==> config.mk <==
export PLATFORM = sky130hd
export DESIGN_NAME = alu_flags
export DESIGN_NICKNAME = d
export VERILOG_FILES = /design/src/isa_pkg.sv /design/src/alu_flags.sv
export SDC_FILE = /design/constraint.sdc
export NUM_CORES = 1
export LEC_CHECK = 0
export BUFFER_PORTS_ARGS = -buffer_cell sky130_fd_sc_hd__buf_4
export CORE_MARGIN = 5
export CORE_UTILIZATION = 60
export CTS_BUF_LIST = sky130_fd_sc_hd__clkbuf_4 sky130_fd_sc_hd__clkbuf_8
export DETAILED_ROUTE_END_ITERATION = 8
export GPL_TIMING_DRIVEN = 0
export HOLD_SLACK_MARGIN = 0.08
export MAX_ROUTING_LAYER = met4
export PLACE_DENSITY = 0.95
export RECOVER_POWER = 100
export SYNTH_ARGS = -nofsm -noshare
export SYNTH_HDL_FRONTEND = slang
export SYNTH_SLANG_ARGS = --single-unit
==> constraint.sdc <==
create_clock -name clk -period 12.4 [get_ports clk]
set_clock_uncertainty 0.2 [all_clocks]
set_input_delay 2.48 -clock clk [delete_from_list [all_inputs] [get_ports clk]]
set_output_delay 2.48 -clock clk [all_outputs]
set_load 0.005 [all_outputs]
==> src/isa_pkg.sv <==
// ISA package: instruction word layout, opcode enums, flags and register index types
package isa_pkg;

  localparam int DATA_W   = 32;  // Word width
  localparam int NUM_REGS = 16;

  typedef logic [3:0] reg_idx_t;

  typedef enum logic [1:0] {
    ALU_AND = 2'b00,
    ALU_OR  = 2'b01,
    ALU_SUB = 2'b10,
    ALU_ADD = 2'b11
  } alu_op_t;

  typedef enum logic [1:0] {
    AM_ROT_IMM   = 2'b00,  // imm8 rotated right by 2*rot4
    AM_REG       = 2'b01,  // Rm as is
    AM_ZEXT_IMM  = 2'b10,  // imm12 zero-extended
    AM_SHIFT_REG = 2'b11   // Rm shifted by imm5, kind in bits 6..5
  } addr_mode_t;

  typedef enum logic [1:0] {
    K_NOP   = 2'b00,
    K_ALU   = 2'b01,
    K_LOAD  = 2'b10,
    K_STORE = 2'b11
  } instr_kind_t;

  // Operand field: Rm [3:0], shift kind [6:5], shift amount [11:7]
  typedef struct packed {
    logic [4:0]  spare;    // Must be zero
    instr_kind_t kind;
    addr_mode_t  mode;
    alu_op_t     op;
    logic        s;        // Update flags
    reg_idx_t    rn;
    reg_idx_t    rd;
    logic [11:0] operand;
  } instr_t;

  typedef struct packed {
    logic n;
    logic z;
    logic c;
    logic v;
  } flags_t;

endpackage

==> src/alu_flags.sv <==
// ALU with AND/OR/SUB/ADD, N/Z/C/V computation and the flag register
`timescale 1ns/10ps

module alu_flags import isa_pkg::*; (
  input  logic              clk,
  input  logic              reset,
  input  logic [DATA_W-1:0] a,
  input  logic [DATA_W-1:0] b,
  input  alu_op_t           op,
  input  logic              set_flags,
  output logic [DATA_W-1:0] result,
  output flags_t            flags
);

  logic [DATA_W:0] wide;  // Carry out in the top bit
  flags_t          next_flags;

  always_comb begin
    case (op)
      ALU_AND: wide = {1'b0, a & b};  // Carry cleared
      ALU_OR:  wide = {1'b0, a | b};
      ALU_SUB: wide = {1'b0, a} - {1'b0, b};
      default: wide = {1'b0, a} + {1'b0, b};
    endcase
  end

  assign result = wide[DATA_W-1:0];

  always_comb begin
    next_flags.n = result[DATA_W-1];
    next_flags.z = (result == '0);
    next_flags.c = wide[DATA_W];
    // Same operand signs but the result sign flips
    next_flags.v = (a[DATA_W-1] == b[DATA_W-1]) && (result[DATA_W-1] != a[DATA_W-1]);
  end

  always_ff @(posedge clk or posedge reset) begin
    if (reset) begin
      flags <= '0;
    end else if (set_flags) begin
      flags <= next_flags;
    end
  end

endmodule

Word level (Yosys, flattened, before mapping)
Cells that the tools add are included.

Bitwise operators: 2. Muxes and demuxes: 1. Multipliers: 0. Eq/ne operators: 4. Shift-type cells: 0. Add/subtract/negate cells: 2. Reduce and logical (&&, ||, !) cells: 3. Divide/modulo/power cells: 0. Magnitude comparators: 0.

Operator list (number): case mux 33 bit (3 select lines) (1); adder 32 x 32 -> 33 bit (1); subtractor 32 x 32 -> 33 bit (1); bitwise AND 32 bit (1); zero test 32 bit (1); bitwise OR 32 bit (1); == test 2 x 1 -> 1 bit, second input constant (1); == test 2 bit, second input constant (1); zero test 2 bit (1); == test 1 bit (1); logical AND 1 bit (1); != test 1 bit (1).

Bits in latches: 0. Bits in writable memories: 0. Bits in registers: 4. Memory bits (read-only): 0. Logic and storage cells: 16. Memories: 0.

Longest topological paths before layout
Gate-level depths: netlist (run 1).

Depth in word-level cells: 4. Depth in mapped cells: 21. Gate-level depth less buffers: 20.

Least setup slack after synthesis (run 1)
Ideal clock, no wire load.

Kind: input to output. From: input port op[0]. To: output port result[31]. Path buffers: 8. Arrival time: 6.520 ns. Stages: 21. Setup slack: 3.200 ns. Path through: buf_2 buf_1 clkbuf_1 buf_1 buf_2 nor2_1 clkbuf_1 a21oi_1 xnor2_1 ha_1 buf_2 a21oi_1 o21bai_1 a21oi_1 o21a_1 a311o_1 a21oi_1 a21oi_1 o211ai_1 inv_1 buf_4.

RTL lines: start, declared (line alu_flags.sv:9) `input alu_op_t op,`; end, declared (line alu_flags.sv:11) `output logic [DATA_W-1:0] result,`.

==> results by group, run 1 <==
Run status
  – Status: completed

Clock network
  – CTS H-tree depth: 1
  – Clock latency on the worst-skew pair: 0.21 ns
  – CTS tree: built
  – CTS Buf Count: 3
  – CTS sink cnt: 4
  – Clock root cell: clkbuf_8
  – # hold bufs at CTS: 0
  – Clk slew on worst S/H paths: 0.03 ns
  – Clock tree buffer depth: 2
  – Post_cts resized: 0
  – Post-CTS setup buffer count: 0

Setup path
  – Worst Setup SP: op[0]
  – Reg2reg start: flags[0]
  – Critical path peak fanout: 10
  – R2R depth: 2
  – CP Launch Type: input pin
  – Setup slack, reg-to-reg: around 12 ns
  – CP arrival: 8.78 ns
  – Crit Reg-Reg Endpoint: flags[0]
  – Critical Path End Type: output port
  – Critical path start-end classification: in2out
  – Req. time, crit path: 9.72 ns

Routing
  – Post-Route WL: around 14000 microns
  – Residual DRC count: 0
  – WL/cell: 19.0 microns
  – Routed Antenna Nets: 0
  – Number of vias per cell: 6.60
  – DR iter-0 viols: 360
  – DRT Pass-1 Iters: 6
  – DR vias: between 4k and 5k

Pwr
  – Leak Pwr: 2.00 nW
  – Total Power: 0.320 mW
  – Power Density: 71.1 nW/um^2
  – Peak supply drop: roughly 86 uV

Timing
  – Worst Max-Slew Pin Slew: 0.725 ns
  – Max-slew violations: 0
  – Slew HR: 0.515
  – Period Utilization, post-route: 0.924
  – Endpoints failing setup: 0
  – FMAX: 87.3 MHz
  – Endpoints failing hold: 0
  – Fin crit period: 11.46 ns
  – Setup TNS: 0 ns
  – Unrepaired setup endpoints after global routing: no

Floorplan
  – Core Footprint: 5890 sq um
  – Initial Util: 0.616
  – Io pins: roughly 110
  – Die width: 87.8 microns
  – # rows: 28
  – Die Ht: between 80 and 90 microns
  – Die area: 7700 sq um

Global routing
  – Total gr overflow: 0
  – Number of global-route vias before repair: 4472
  – First-pass GRT wire length: about 21000 microns
  – Initial antenna violation count: 0
  – Total Routing Usage GR: 0.356
  – Largest net degree at the start of global routing: 11

Synth
  – Post-Syn Area per Cell: 6.75 sq um
  – Largest family of logic cells by synthesized area: compound AO/OA/AOI/OAI gates
  – Netlist cell types: 74
  – Post-synth EDFFs: 0
  – Yosys warnings: 0
  – Register area share after synthesis: 0.0276
  – Seq cells post-synth: 4
  – Mux share of post-synthesis cell area: 0.00552
  – Post-synth ARST share: 1.00
  – Synth Instances: 537
  – Primary FF master, synth: dfrtp_1
  – Post-synth net total: 644
  – Cell Area, Synth: about 3600 sq um
  – Post-Synth Simple-Gate Area: 0.256
  – XOR/XNOR share of the synthesized area: 0.118
  – Post-synthesis compound-gate area fraction: 0.347
  – Post-synthesis adder-cell area fraction: 0.186

Final layout
  – Layout cell share with drive strength beyond 1: 0.187
  – Largest Register: flags
  – Fill count: approximately 470
  – Biggest registers after layout: flags x4
  – Max reg flops: 4
  – Antenna cells: 0
  – Nets: 751
  – Area Growth Syn to Fin: 24.2%

Flow run
  – Max-Cap Viols: 0

Placement
  – IO buf count: 102
  – Final HPWL from detailed placement: 11100 microns
  – RePlAce Congestion: approximately 1.0

Worst hold path
  – Hold WC Path Type: reg2reg
  – Hold EP: flags[2]
  – Hold Path Depth: 2
  – Worst hold start: flags[2]
-- cells in the mapped netlist, types with 3 or more instances --
master	n	area (sq um)
buf_4	5	37.5
nor2_1	38	143
clkbuf_1	14	52.6
a21oi_1	61	305
and4_1	4	35.0
o31ai_1	6	45.0
nand3_1	7	35.0
nand4_1	6	37.5
a221oi_1	3	26.3
nor4_1	8	50.1
a211o_1	5	43.8
a21o_1	14	105
a31oi_1	4	25.0
buf_2	4	20.0
and3_1	5	31.3
nand2_1	54	203
nor3_1	18	90.1
o211ai_1	3	22.5
dfrtp_1	4	100
xor2_1	14	123
nor2b_1	3	18.8
inv_1	24	90.1
nand3b_1	3	22.5
ha_1	37	463
o211a_1	3	30.0
nand2b_1	9	56.3
and2_1	3	18.8
xnor2_1	35	307
or3_1	4	25.0
o21ai_1	8	40.0
o22ai_1	6	37.5
o21bai_1	6	45.0
o21ai_0	37	185
maj3_1	19	190
a211oi_1	6	45.0
o21a_1	10	75.1
-- cell families (layout without fill, tap and decap cells) --
group / count (synthesis) / in the layout
AO/OA/AOI/OAI: 196 / 196
XOR/XNOR: 49 / 49
adder cells (fa/ha/maj): 57 / 57
buffers and inverters: 50 / 155
flip-flops: 4 / 4
multiplexers: 2 / 2
AND/OR/NAND/NOR: 179 / 179
-- through the flow --
step | setup slack [ns] | instances | instance area (sq um) | hold WS [ns] | util
3_3_place_gp | 1.69 | 714 | 4490 | 0.306 | 0.762
5_1_grt | 0.540 | 717 | 4500 | 0.337 | 0.765
3_5_place_dp | 1.56 | 714 | 4490 | 0.297 | 0.762
6_report | 0.944 | 717 | 4500 | 0.308 | 0.765
4_1_cts | 1.57 | 717 | 4530 | 0.313 | 0.769
2_1_floorplan | 3.20 | 537 | 3630 | 0.289 | -
-- cell type report --
cell class	count	area [sq um]	area share
multi-input combinational	483	3290	0.731
timing repair buffer	102	762	0.169
buffer	26	126	0.0281
sequential	4	100	0.0222
tap	75	93.8	0.0208
inverter	24	90.1	0.0200
clock buffer	3	41.3	0.00917
-- placed cells by master (no fill, tap or decap), types with 3 or more instances in the layout --
cell type / netlist / routed
nor2_1: 38 / 38
inv_1: 24 / 24
nand3_1: 7 / 7
clkbuf_8: 0 / 3
o211ai_1: 3 / 3
nand3b_1: 3 / 3
a211oi_1: 6 / 7
o21a_1: 10 / 10
or3_1: 4 / 4
o21ai_1: 8 / 4
a21boi_0: 2 / 3
ha_1: 37 / 37
a21o_1: 14 / 14
o21ai_0: 37 / 41
a221oi_1: 3 / 3
a31oi_1: 4 / 4
nand2_1: 54 / 54
and3_1: 5 / 5
and4_1: 4 / 4
nand4_1: 6 / 6
dfrtp_1: 4 / 4
and2_1: 3 / 3
nor3_1: 18 / 18
nor2b_1: 3 / 4
clkbuf_4: 0 / 17
nor4_1: 8 / 8
a211o_1: 5 / 5
nand2b_1: 9 / 9
o31ai_1: 6 / 7
clkbuf_1: 14 / 19
o21bai_1: 6 / 6
buf_4: 5 / 89
a21oi_1: 61 / 61
o22ai_1: 6 / 6
o211a_1: 3 / 3
xnor2_1: 35 / 35
xor2_1: 14 / 14
maj3_1: 19 / 19
-- metal layers --
metal / global-route usage / vias to the layer above / routed length, microns
li1: - / 2212 / -
met1: 0.454 / 2150 / 5420
met2: 0.580 / 320 / 6260
met3: 0.0263 / 52 / 1410
met4: 0.145 / 0 / 510
met5: - / - / 0
-- worst max-delay path, cell delays in order --
cell      delay [ns]
buf_2           0.23
clkbuf_1        0.43
clkbuf_1        0.55
clkbuf_1        0.56
clkbuf_1        0.50
nor2_1          0.32
clkbuf_1        0.33
nor2_1          0.20
xnor2_1         0.09
ha_1            0.36
o211ai_1        0.14
a21o_1          0.20
a211oi_1        0.50
o21ai_1         0.25
a311o_1         0.37
a21oi_1         0.41
a21oi_1         0.13
o211ai_1        0.33
inv_1           0.10
clkbuf_4        0.14
buf_4           0.12
-- worst max path at each step --
| stage | end | slack [ns] | depth (start not counted) |
|---|---|---|---|
| after CTS | result[31] | 1.57 | 22 |
| after global placement | result[31] | 1.69 | 22 |
| final | result[31] | 0.94 | 21 |
| after global routing | result[31] | 0.54 | 22 |
| after floorplan | result[31] | 3.20 | 21 |
| after detailed placement | result[31] | 1.56 | 22 |
-- report_power, final --
group / internal, mW / switching, mW / leakage (nW)
clock: 0.0207 / 0.00698 / 0.0216
combinational: 0.124 / 0.153 / 1.93
sequential: 0.0146 / 0.000765 / 0.0510
total: 0.159 / 0.161 / 2.00
Power figures use the tool's default switching activity.
==> run 2, diff against run 1 <==
--- a/config.mk
+++ b/config.mk
@@ -7,8 +7,8 @@
 export LEC_CHECK = 0
 export BUFFER_PORTS_ARGS = -buffer_cell sky130_fd_sc_hd__buf_4
 export CORE_MARGIN = 5
-export CORE_UTILIZATION = 60
-export CTS_BUF_LIST = sky130_fd_sc_hd__clkbuf_4 sky130_fd_sc_hd__clkbuf_8
+export CORE_UTILIZATION = 59
+export CTS_BUF_LIST = sky130_fd_sc_hd__clkbuf_4 sky130_fd_sc_hd__clkbuf_8 sky130_fd_sc_hd__clkbuf_16
 export DETAILED_ROUTE_END_ITERATION = 8
 export GPL_TIMING_DRIVEN = 0
 export HOLD_SLACK_MARGIN = 0.08
==> constraint.sdc (replaced) <==
create_clock -name clk -period 14 [get_ports clk]
set_clock_uncertainty 0.2 [all_clocks]
set_input_delay 2.8 -clock clk [delete_from_list [all_inputs] [get_ports clk]]
set_output_delay 2.8 -clock clk [all_outputs]
set_load 0.005 [all_outputs]
==> results by group, run 2 (same netlist as run 1, synthesis figures left out) <==
Setup path
  – Slowest stage cell, crit path: clkbuf_1
  – Critical Path, Cell by Cell: clkbuf_1 > clkbuf_1 > clkbuf_1 > clkbuf_1 > clkbuf_1 > nor2_1 > clkbuf_1 > a21oi_1 > xnor2_1 > ha_1 > clkbuf_1 > a21oi_1 > o21bai_1 > a21oi_1 > o21a_1 > a311o_1 > a21oi_1 > a21oi_1 > o211ai_1 > inv_1 > clkbuf_4 > buf_4
  – Critical path peak fanout: 10
  – Critical Path End Type: output port
  – Crit-path most repeated cell: clkbuf_1
  – WP buf/inv: 10
  – Req. time, crit path: 11.00 ns
  – CP peak stage delay: 0.55 ns
  – Critical path start-end classification: in2out
  – Critical path's top delay family: buffers and inverters
  – CP arrival: 9.42 ns
  – CP Launch Type: input pin

Timing
  – Max-slew violations: 0
  – Fin crit period: 12.42 ns
  – Worst hold margin: 0.318 ns
  – Period Utilization, post-route: 0.887
  – FMAX: 80.5 MHz
  – Slew HR: 0.406
  – Unrepaired setup endpoints after global routing: no
  – Setup TNS: 0 ns
  – Worst Max-Slew Pin Slew: 0.888 ns
  – Endpoints failing hold: 0
  – Endpoints failing setup: 0

Routing
  – DRT Pass-1 Iters: 6
  – DR vias: 4706
  – Routed Antenna Nets: 0
  – Residual DRC count: 0
  – Post-Route WL: 13600 microns
  – DR iter-0 viols: 485
  – WL/cell: 19.0 microns
  – Number of vias per cell: 6.56

Clock network
  – CTS sink cnt: 4
  – Clock root cell: clkbuf_8
  – Post-CTS setup buffer count: 0
  – CTS tree: built
  – Clk slew on worst S/H paths: 0.03 ns
  – Post_cts resized: 0
  – # hold bufs at CTS: 0
  – Clock tree buffer depth: 2
  – Clock latency on the worst-skew pair: 0.21 ns
  – CTS Buf Count: 3
  – CTS H-tree depth: 1

Global routing
  – First-pass GRT wire length: 21100 microns
  – Total Routing Usage GR: 0.347
  – Total gr overflow: 0
  – Number of global-route vias before repair: about 4.4k
  – Largest net degree at the start of global routing: 11
  – Initial antenna violation count: 0

Floorplan
  – Die width: 88.4 microns
  – Die area: 7820 sq um
  – Initial Util: 0.609
  – Io pins: 105
  – Die Ht: 88.4 microns
  – # rows: 28
  – Core Footprint: 5960 sq um

Final layout
  – Antenna cells: 0
  – Core Util, Final: 0.756
  – Biggest registers after layout: flags x4
  – Area Growth Syn to Fin: 24.2%
  – Nets: 751
  – Fill count: just under 500
  – Multi-input gate area: 3300 sq um
  – Largest Register: flags
  – Fin cells: 717
  – Register area: 100 sq um
  – Most frequent cells in the layout: buf_4, a21oi_1, nand2_1
  – Most common cell after layout, fill and taps aside: buf_4
  – Layout cell share with drive strength beyond 1: 0.185
  – Max reg flops: 4

Pwr
  – Switching power: 0.142 mW
  – Peak supply drop: 76.9 uV
  – Clock Power Share: 0.084
  – Switching share of total power: 0.502
  – Leak Pwr: about 2.0 nW
  – Gate power share: 0.868
  – Seq pwr share: 0.048
  – Total Power: 0.282 mW
  – Power Density: 62.7 nW/um^2
  – Int Pwr: 0.141 mW

Placement
  – IO buf count: 102
  – Placed cells: 714
  – RePlAce Congestion: around 1.0
  – Final HPWL from detailed placement: 11000 microns

Worst hold path
  – Hold WC Path Type: reg2reg

Flow run
  – Max-Cap Viols: 0

Run status
  – Status: completed
[run 2: cell types whose count changed in the layout (fill, tap and decap cells not counted), sizes merged]
| cell | previous run | this run |
|---|---|---|
| buf | 92 | 87 |
| clkbuf | 39 | 44 |
[run 2: cell type report]
type | count | share of cell area
multi-input combinational | 483 | 0.732
sequential | 4 | 0.0222
clock buffer | 3 | 0.00917
tap | 75 | 0.0208
timing repair buffer | 102 | 0.168
buffer | 26 | 0.0278
inverter | 24 | 0.0200
[run 2: metrics by stage]
stage               setup WS (ns)  area, sq um
floorplan                    4.16         3630
global placement             2.59         4490
CTS                          2.48         4530
detailed placement           2.50         4490
global route                 1.31         4500
finish                       1.58         4500
[run 2: path summary, 6_finish.rpt]
kind / startpoint / endpoint / slack, ns / cells past startpoint
max in group asynchronous: reset / flags[0] / 11.15 / 2
min in group asynchronous: reset / flags[3] / 2.29 / 2
max: op[0] / result[31] / 1.58 / 22
min: flags[2] / flags[2] / 0.32 / 2
min reg2reg: flags[2] / flags[2] / 0.32 / 2
max reg2reg: flags[1] / flags[1] / 13.14 / 2
[run 2: power groups by stage]
stage,clock network [mW],logic [mW],registers (mW)
floorplan,0,0.154,0.0138
global placement,0,0.237,0.0136
detailed placement,0,0.241,0.0137
CTS,0.0240,0.243,0.0136
global route,0.0255,0.266,0.0139
finish,0.0236,0.245,0.0136
[run 2: worst reg2reg max path, stage by stage, from the launching register on]
cell and delay [ns]:
dfrtp_1 0.38, inv_1 0.07, o22ai_1 0.09
[run 2: metal layers]
layer | global-route usage | share of wire | wire length, microns
met1 | 0.436 | 0.40 | 5390
met2 | 0.568 | 0.46 | 6230
met3 | 0.0447 | 0.11 | 1510
met4 | 0.128 | 0.036 | 486
met5 | - | 0 | 0
==> run 3, diff against run 2 <==
--- a/config.mk
+++ b/config.mk
@@ -6,8 +6,10 @@
 export NUM_CORES = 1
 export LEC_CHECK = 0
 export BUFFER_PORTS_ARGS = -buffer_cell sky130_fd_sc_hd__buf_4
+export CELL_PAD_IN_SITES_DETAIL_PLACEMENT = 1
+export CELL_PAD_IN_SITES_GLOBAL_PLACEMENT = 2
 export CORE_MARGIN = 5
-export CORE_UTILIZATION = 59
+export CORE_UTILIZATION = 31
 export CTS_BUF_LIST = sky130_fd_sc_hd__clkbuf_4 sky130_fd_sc_hd__clkbuf_8 sky130_fd_sc_hd__clkbuf_16
 export DETAILED_ROUTE_END_ITERATION = 8
 export GPL_TIMING_DRIVEN = 0
==> results by group, run 3 (same netlist as run 1, synthesis figures left out) <==
Setup path
  – Req. time, crit path: about 11 ns
  – Crit-path most repeated cell: clkbuf_1
  – Critical Path, Cell by Cell: clkbuf_1 > clkbuf_1 > clkbuf_1 > clkbuf_1 > clkbuf_1 > nor2_1 > clkbuf_1 > nor2_1 > xnor2_1 > ha_1 > o211ai_1 > a21o_1 > a211oi_1 > o21ai_1 > a311o_1 > a21oi_1 > a21oi_1 > o211ai_1 > inv_1 > clkbuf_4 > buf_4
  – CP arrival: about 9.8 ns
  – Slowest stage cell, crit path: clkbuf_1
  – Critical Path End Type: output port
  – Setup slack, reg-to-reg: about 13 ns
  – R2R depth: 2
  – CP Launch Type: input pin
  – Critical path start-end classification: in2out
  – Critical path peak fanout: 10
  – CP peak stage delay: 0.58 ns
  – Reg2reg start: flags[2]
  – Crit Reg-Reg Endpoint: flags[2]

Run status
  – Status: completed

Floorplan
  – # rows: 39
  – Die width: roughly 120 microns
  – Die area: 14000 sq um
  – Initial Util: 0.316
  – Die Ht: about 120 microns
  – Core Footprint: 11500 sq um
  – Io pins: 105

Timing
  – FMAX: ~78 MHz
  – Endpoints failing setup: 0
  – Slew HR: 0.373
  – Setup TNS: 0 ns
  – Worst hold margin: between 0.3 and 0.4 ns
  – Fin crit period: 12.75 ns
  – Max-slew violations: 0
  – Endpoints failing hold: 0
  – Unrepaired setup endpoints after global routing: no
  – Period Utilization, post-route: 0.911
  – Worst Max-Slew Pin Slew: 0.937 ns

Routing
  – WL/cell: slightly above 20 microns
  – Met1 Wirelength: 7040 microns
  – Post-Route WL: approximately 16000 microns
  – Met3 wire len: 784 microns
  – Routed Antenna Nets: 0
  – DR vias: 4595
  – DRT Pass-1 Iters: 4
  – Routed wl met2: 7880 microns
  – DR iter-0 viols: 280
  – DR top layer: met4
  – Residual DRC count: 0
  – Number of vias per cell: around 5.9

Placement
  – IO buf count: 102
  – RePlAce Congestion: ~0.92
  – Final HPWL from detailed placement: roughly 14000 microns
  – Placed cells: roughly 780

Global routing
  – Total gr overflow: 0
  – Initial antenna violation count: 0
  – Number of global-route vias before repair: 4896
  – Total Routing Usage GR: 0.222
  – Largest net degree at the start of global routing: 11
  – First-pass GRT wire length: 25400 microns

Clock network
  – CTS Buf Count: 3
  – CTS tree: built
  – Clock tree buffer depth: 2
  – Post_cts resized: 0
  – # hold bufs at CTS: 0
  – Clk slew on worst S/H paths: around 0.03 ns
  – Clock latency on the worst-skew pair: 0.22 ns
  – Clock root cell: clkbuf_16
  – Post-CTS setup buffer count: 0
  – CTS H-tree depth: 1
  – CTS sink cnt: 4

Final layout
  – Register area: 100 sq um
  – Most common cell after layout, fill and taps aside: buf_4
  – Core Util, Final: 0.404
  – Nets: ~750
  – Layout cell share with drive strength beyond 1: 0.188
  – Max reg flops: 4
  – Fill count: 1506
  – Fin cells: between 700 and 800
  – Largest Register: flags
  – Area Growth Syn to Fin: 27.7%
  – Antenna cells: 0
  – Most frequent cells in the layout: buf_4, a21oi_1, nand2_1
  – Multi-input gate area: between 3000 and 4000 sq um
  – Biggest registers after layout: flags x4

Worst hold path
  – Worst hold start: flags[3]
  – Hold EP: flags[3]
  – Hold Path Depth: 2
  – Hold WC Path Type: reg2reg

Pwr
  – Power Density: around 67 nW/um^2
  – Peak supply drop: 50.4 uV
  – Leak Pwr: 2.02 nW

Flow run
  – Max-Cap Viols: 0
run 3: cell types whose count changed in the layout (fill, tap and decap cells not counted), sizes merged:
| cell | before | now |
|---|---|---|
| buf | 87 | 89 |
| clkbuf | 44 | 42 |
run 3: layer usage:
layer,global-route usage,vias up
li1,-,2204
met1,0.283,2234
met2,0.393,139
met3,0.0172,18
met4,0.0301,0
met5,-,-
run 3: worst max path at each step:
stage	start	end	slack (ns)	cells past startpoint
final	op[0]	result[31]	1.25	21
after global placement	op[0]	result[31]	2.14	22
after floorplan	op[0]	result[31]	4.16	21
after detailed placement	op[0]	result[31]	2.06	22
after global routing	op[0]	result[31]	0.80	22
after CTS	op[0]	result[31]	2.00	22
run 3: area by class of cell:
| cell class | count | area share |
|---|---|---|
| well taps | 143 | 0.0386 |
| flip-flops and latches | 4 | 0.0216 |
| inverters | 24 | 0.0195 |
| plain buffers | 26 | 0.0270 |
| repair buffers | 102 | 0.165 |
| clock buffers | 3 | 0.0162 |
| multi-input cells | 483 | 0.712 |
run 3: critical path: cells and delay by family:
family	cells	cell delay, ns
xor+xnor	1	0.09
buf+inv	9	3.41
compound gates	8	2.48
simple gates	2	0.59
fa+ha+maj	1	0.36
run 3: metrics by stage:
step	power [mW]	cell area, sq um	setup WS [ns]
after detailed placement	0.265	4570	2.06
after floorplan	0.168	3630	4.16
final	0.310	4630	1.25
after CTS	0.312	4650	2.00
after global placement	0.258	4570	2.14
after global routing	0.335	4630	0.801
run 3: power breakdown:
group	switching (mW)	internal, mW
Sequential	0.000593	0.0129
Clock	0.00760	0.0365
Combinational	0.142	0.110
Total	0.150	0.160
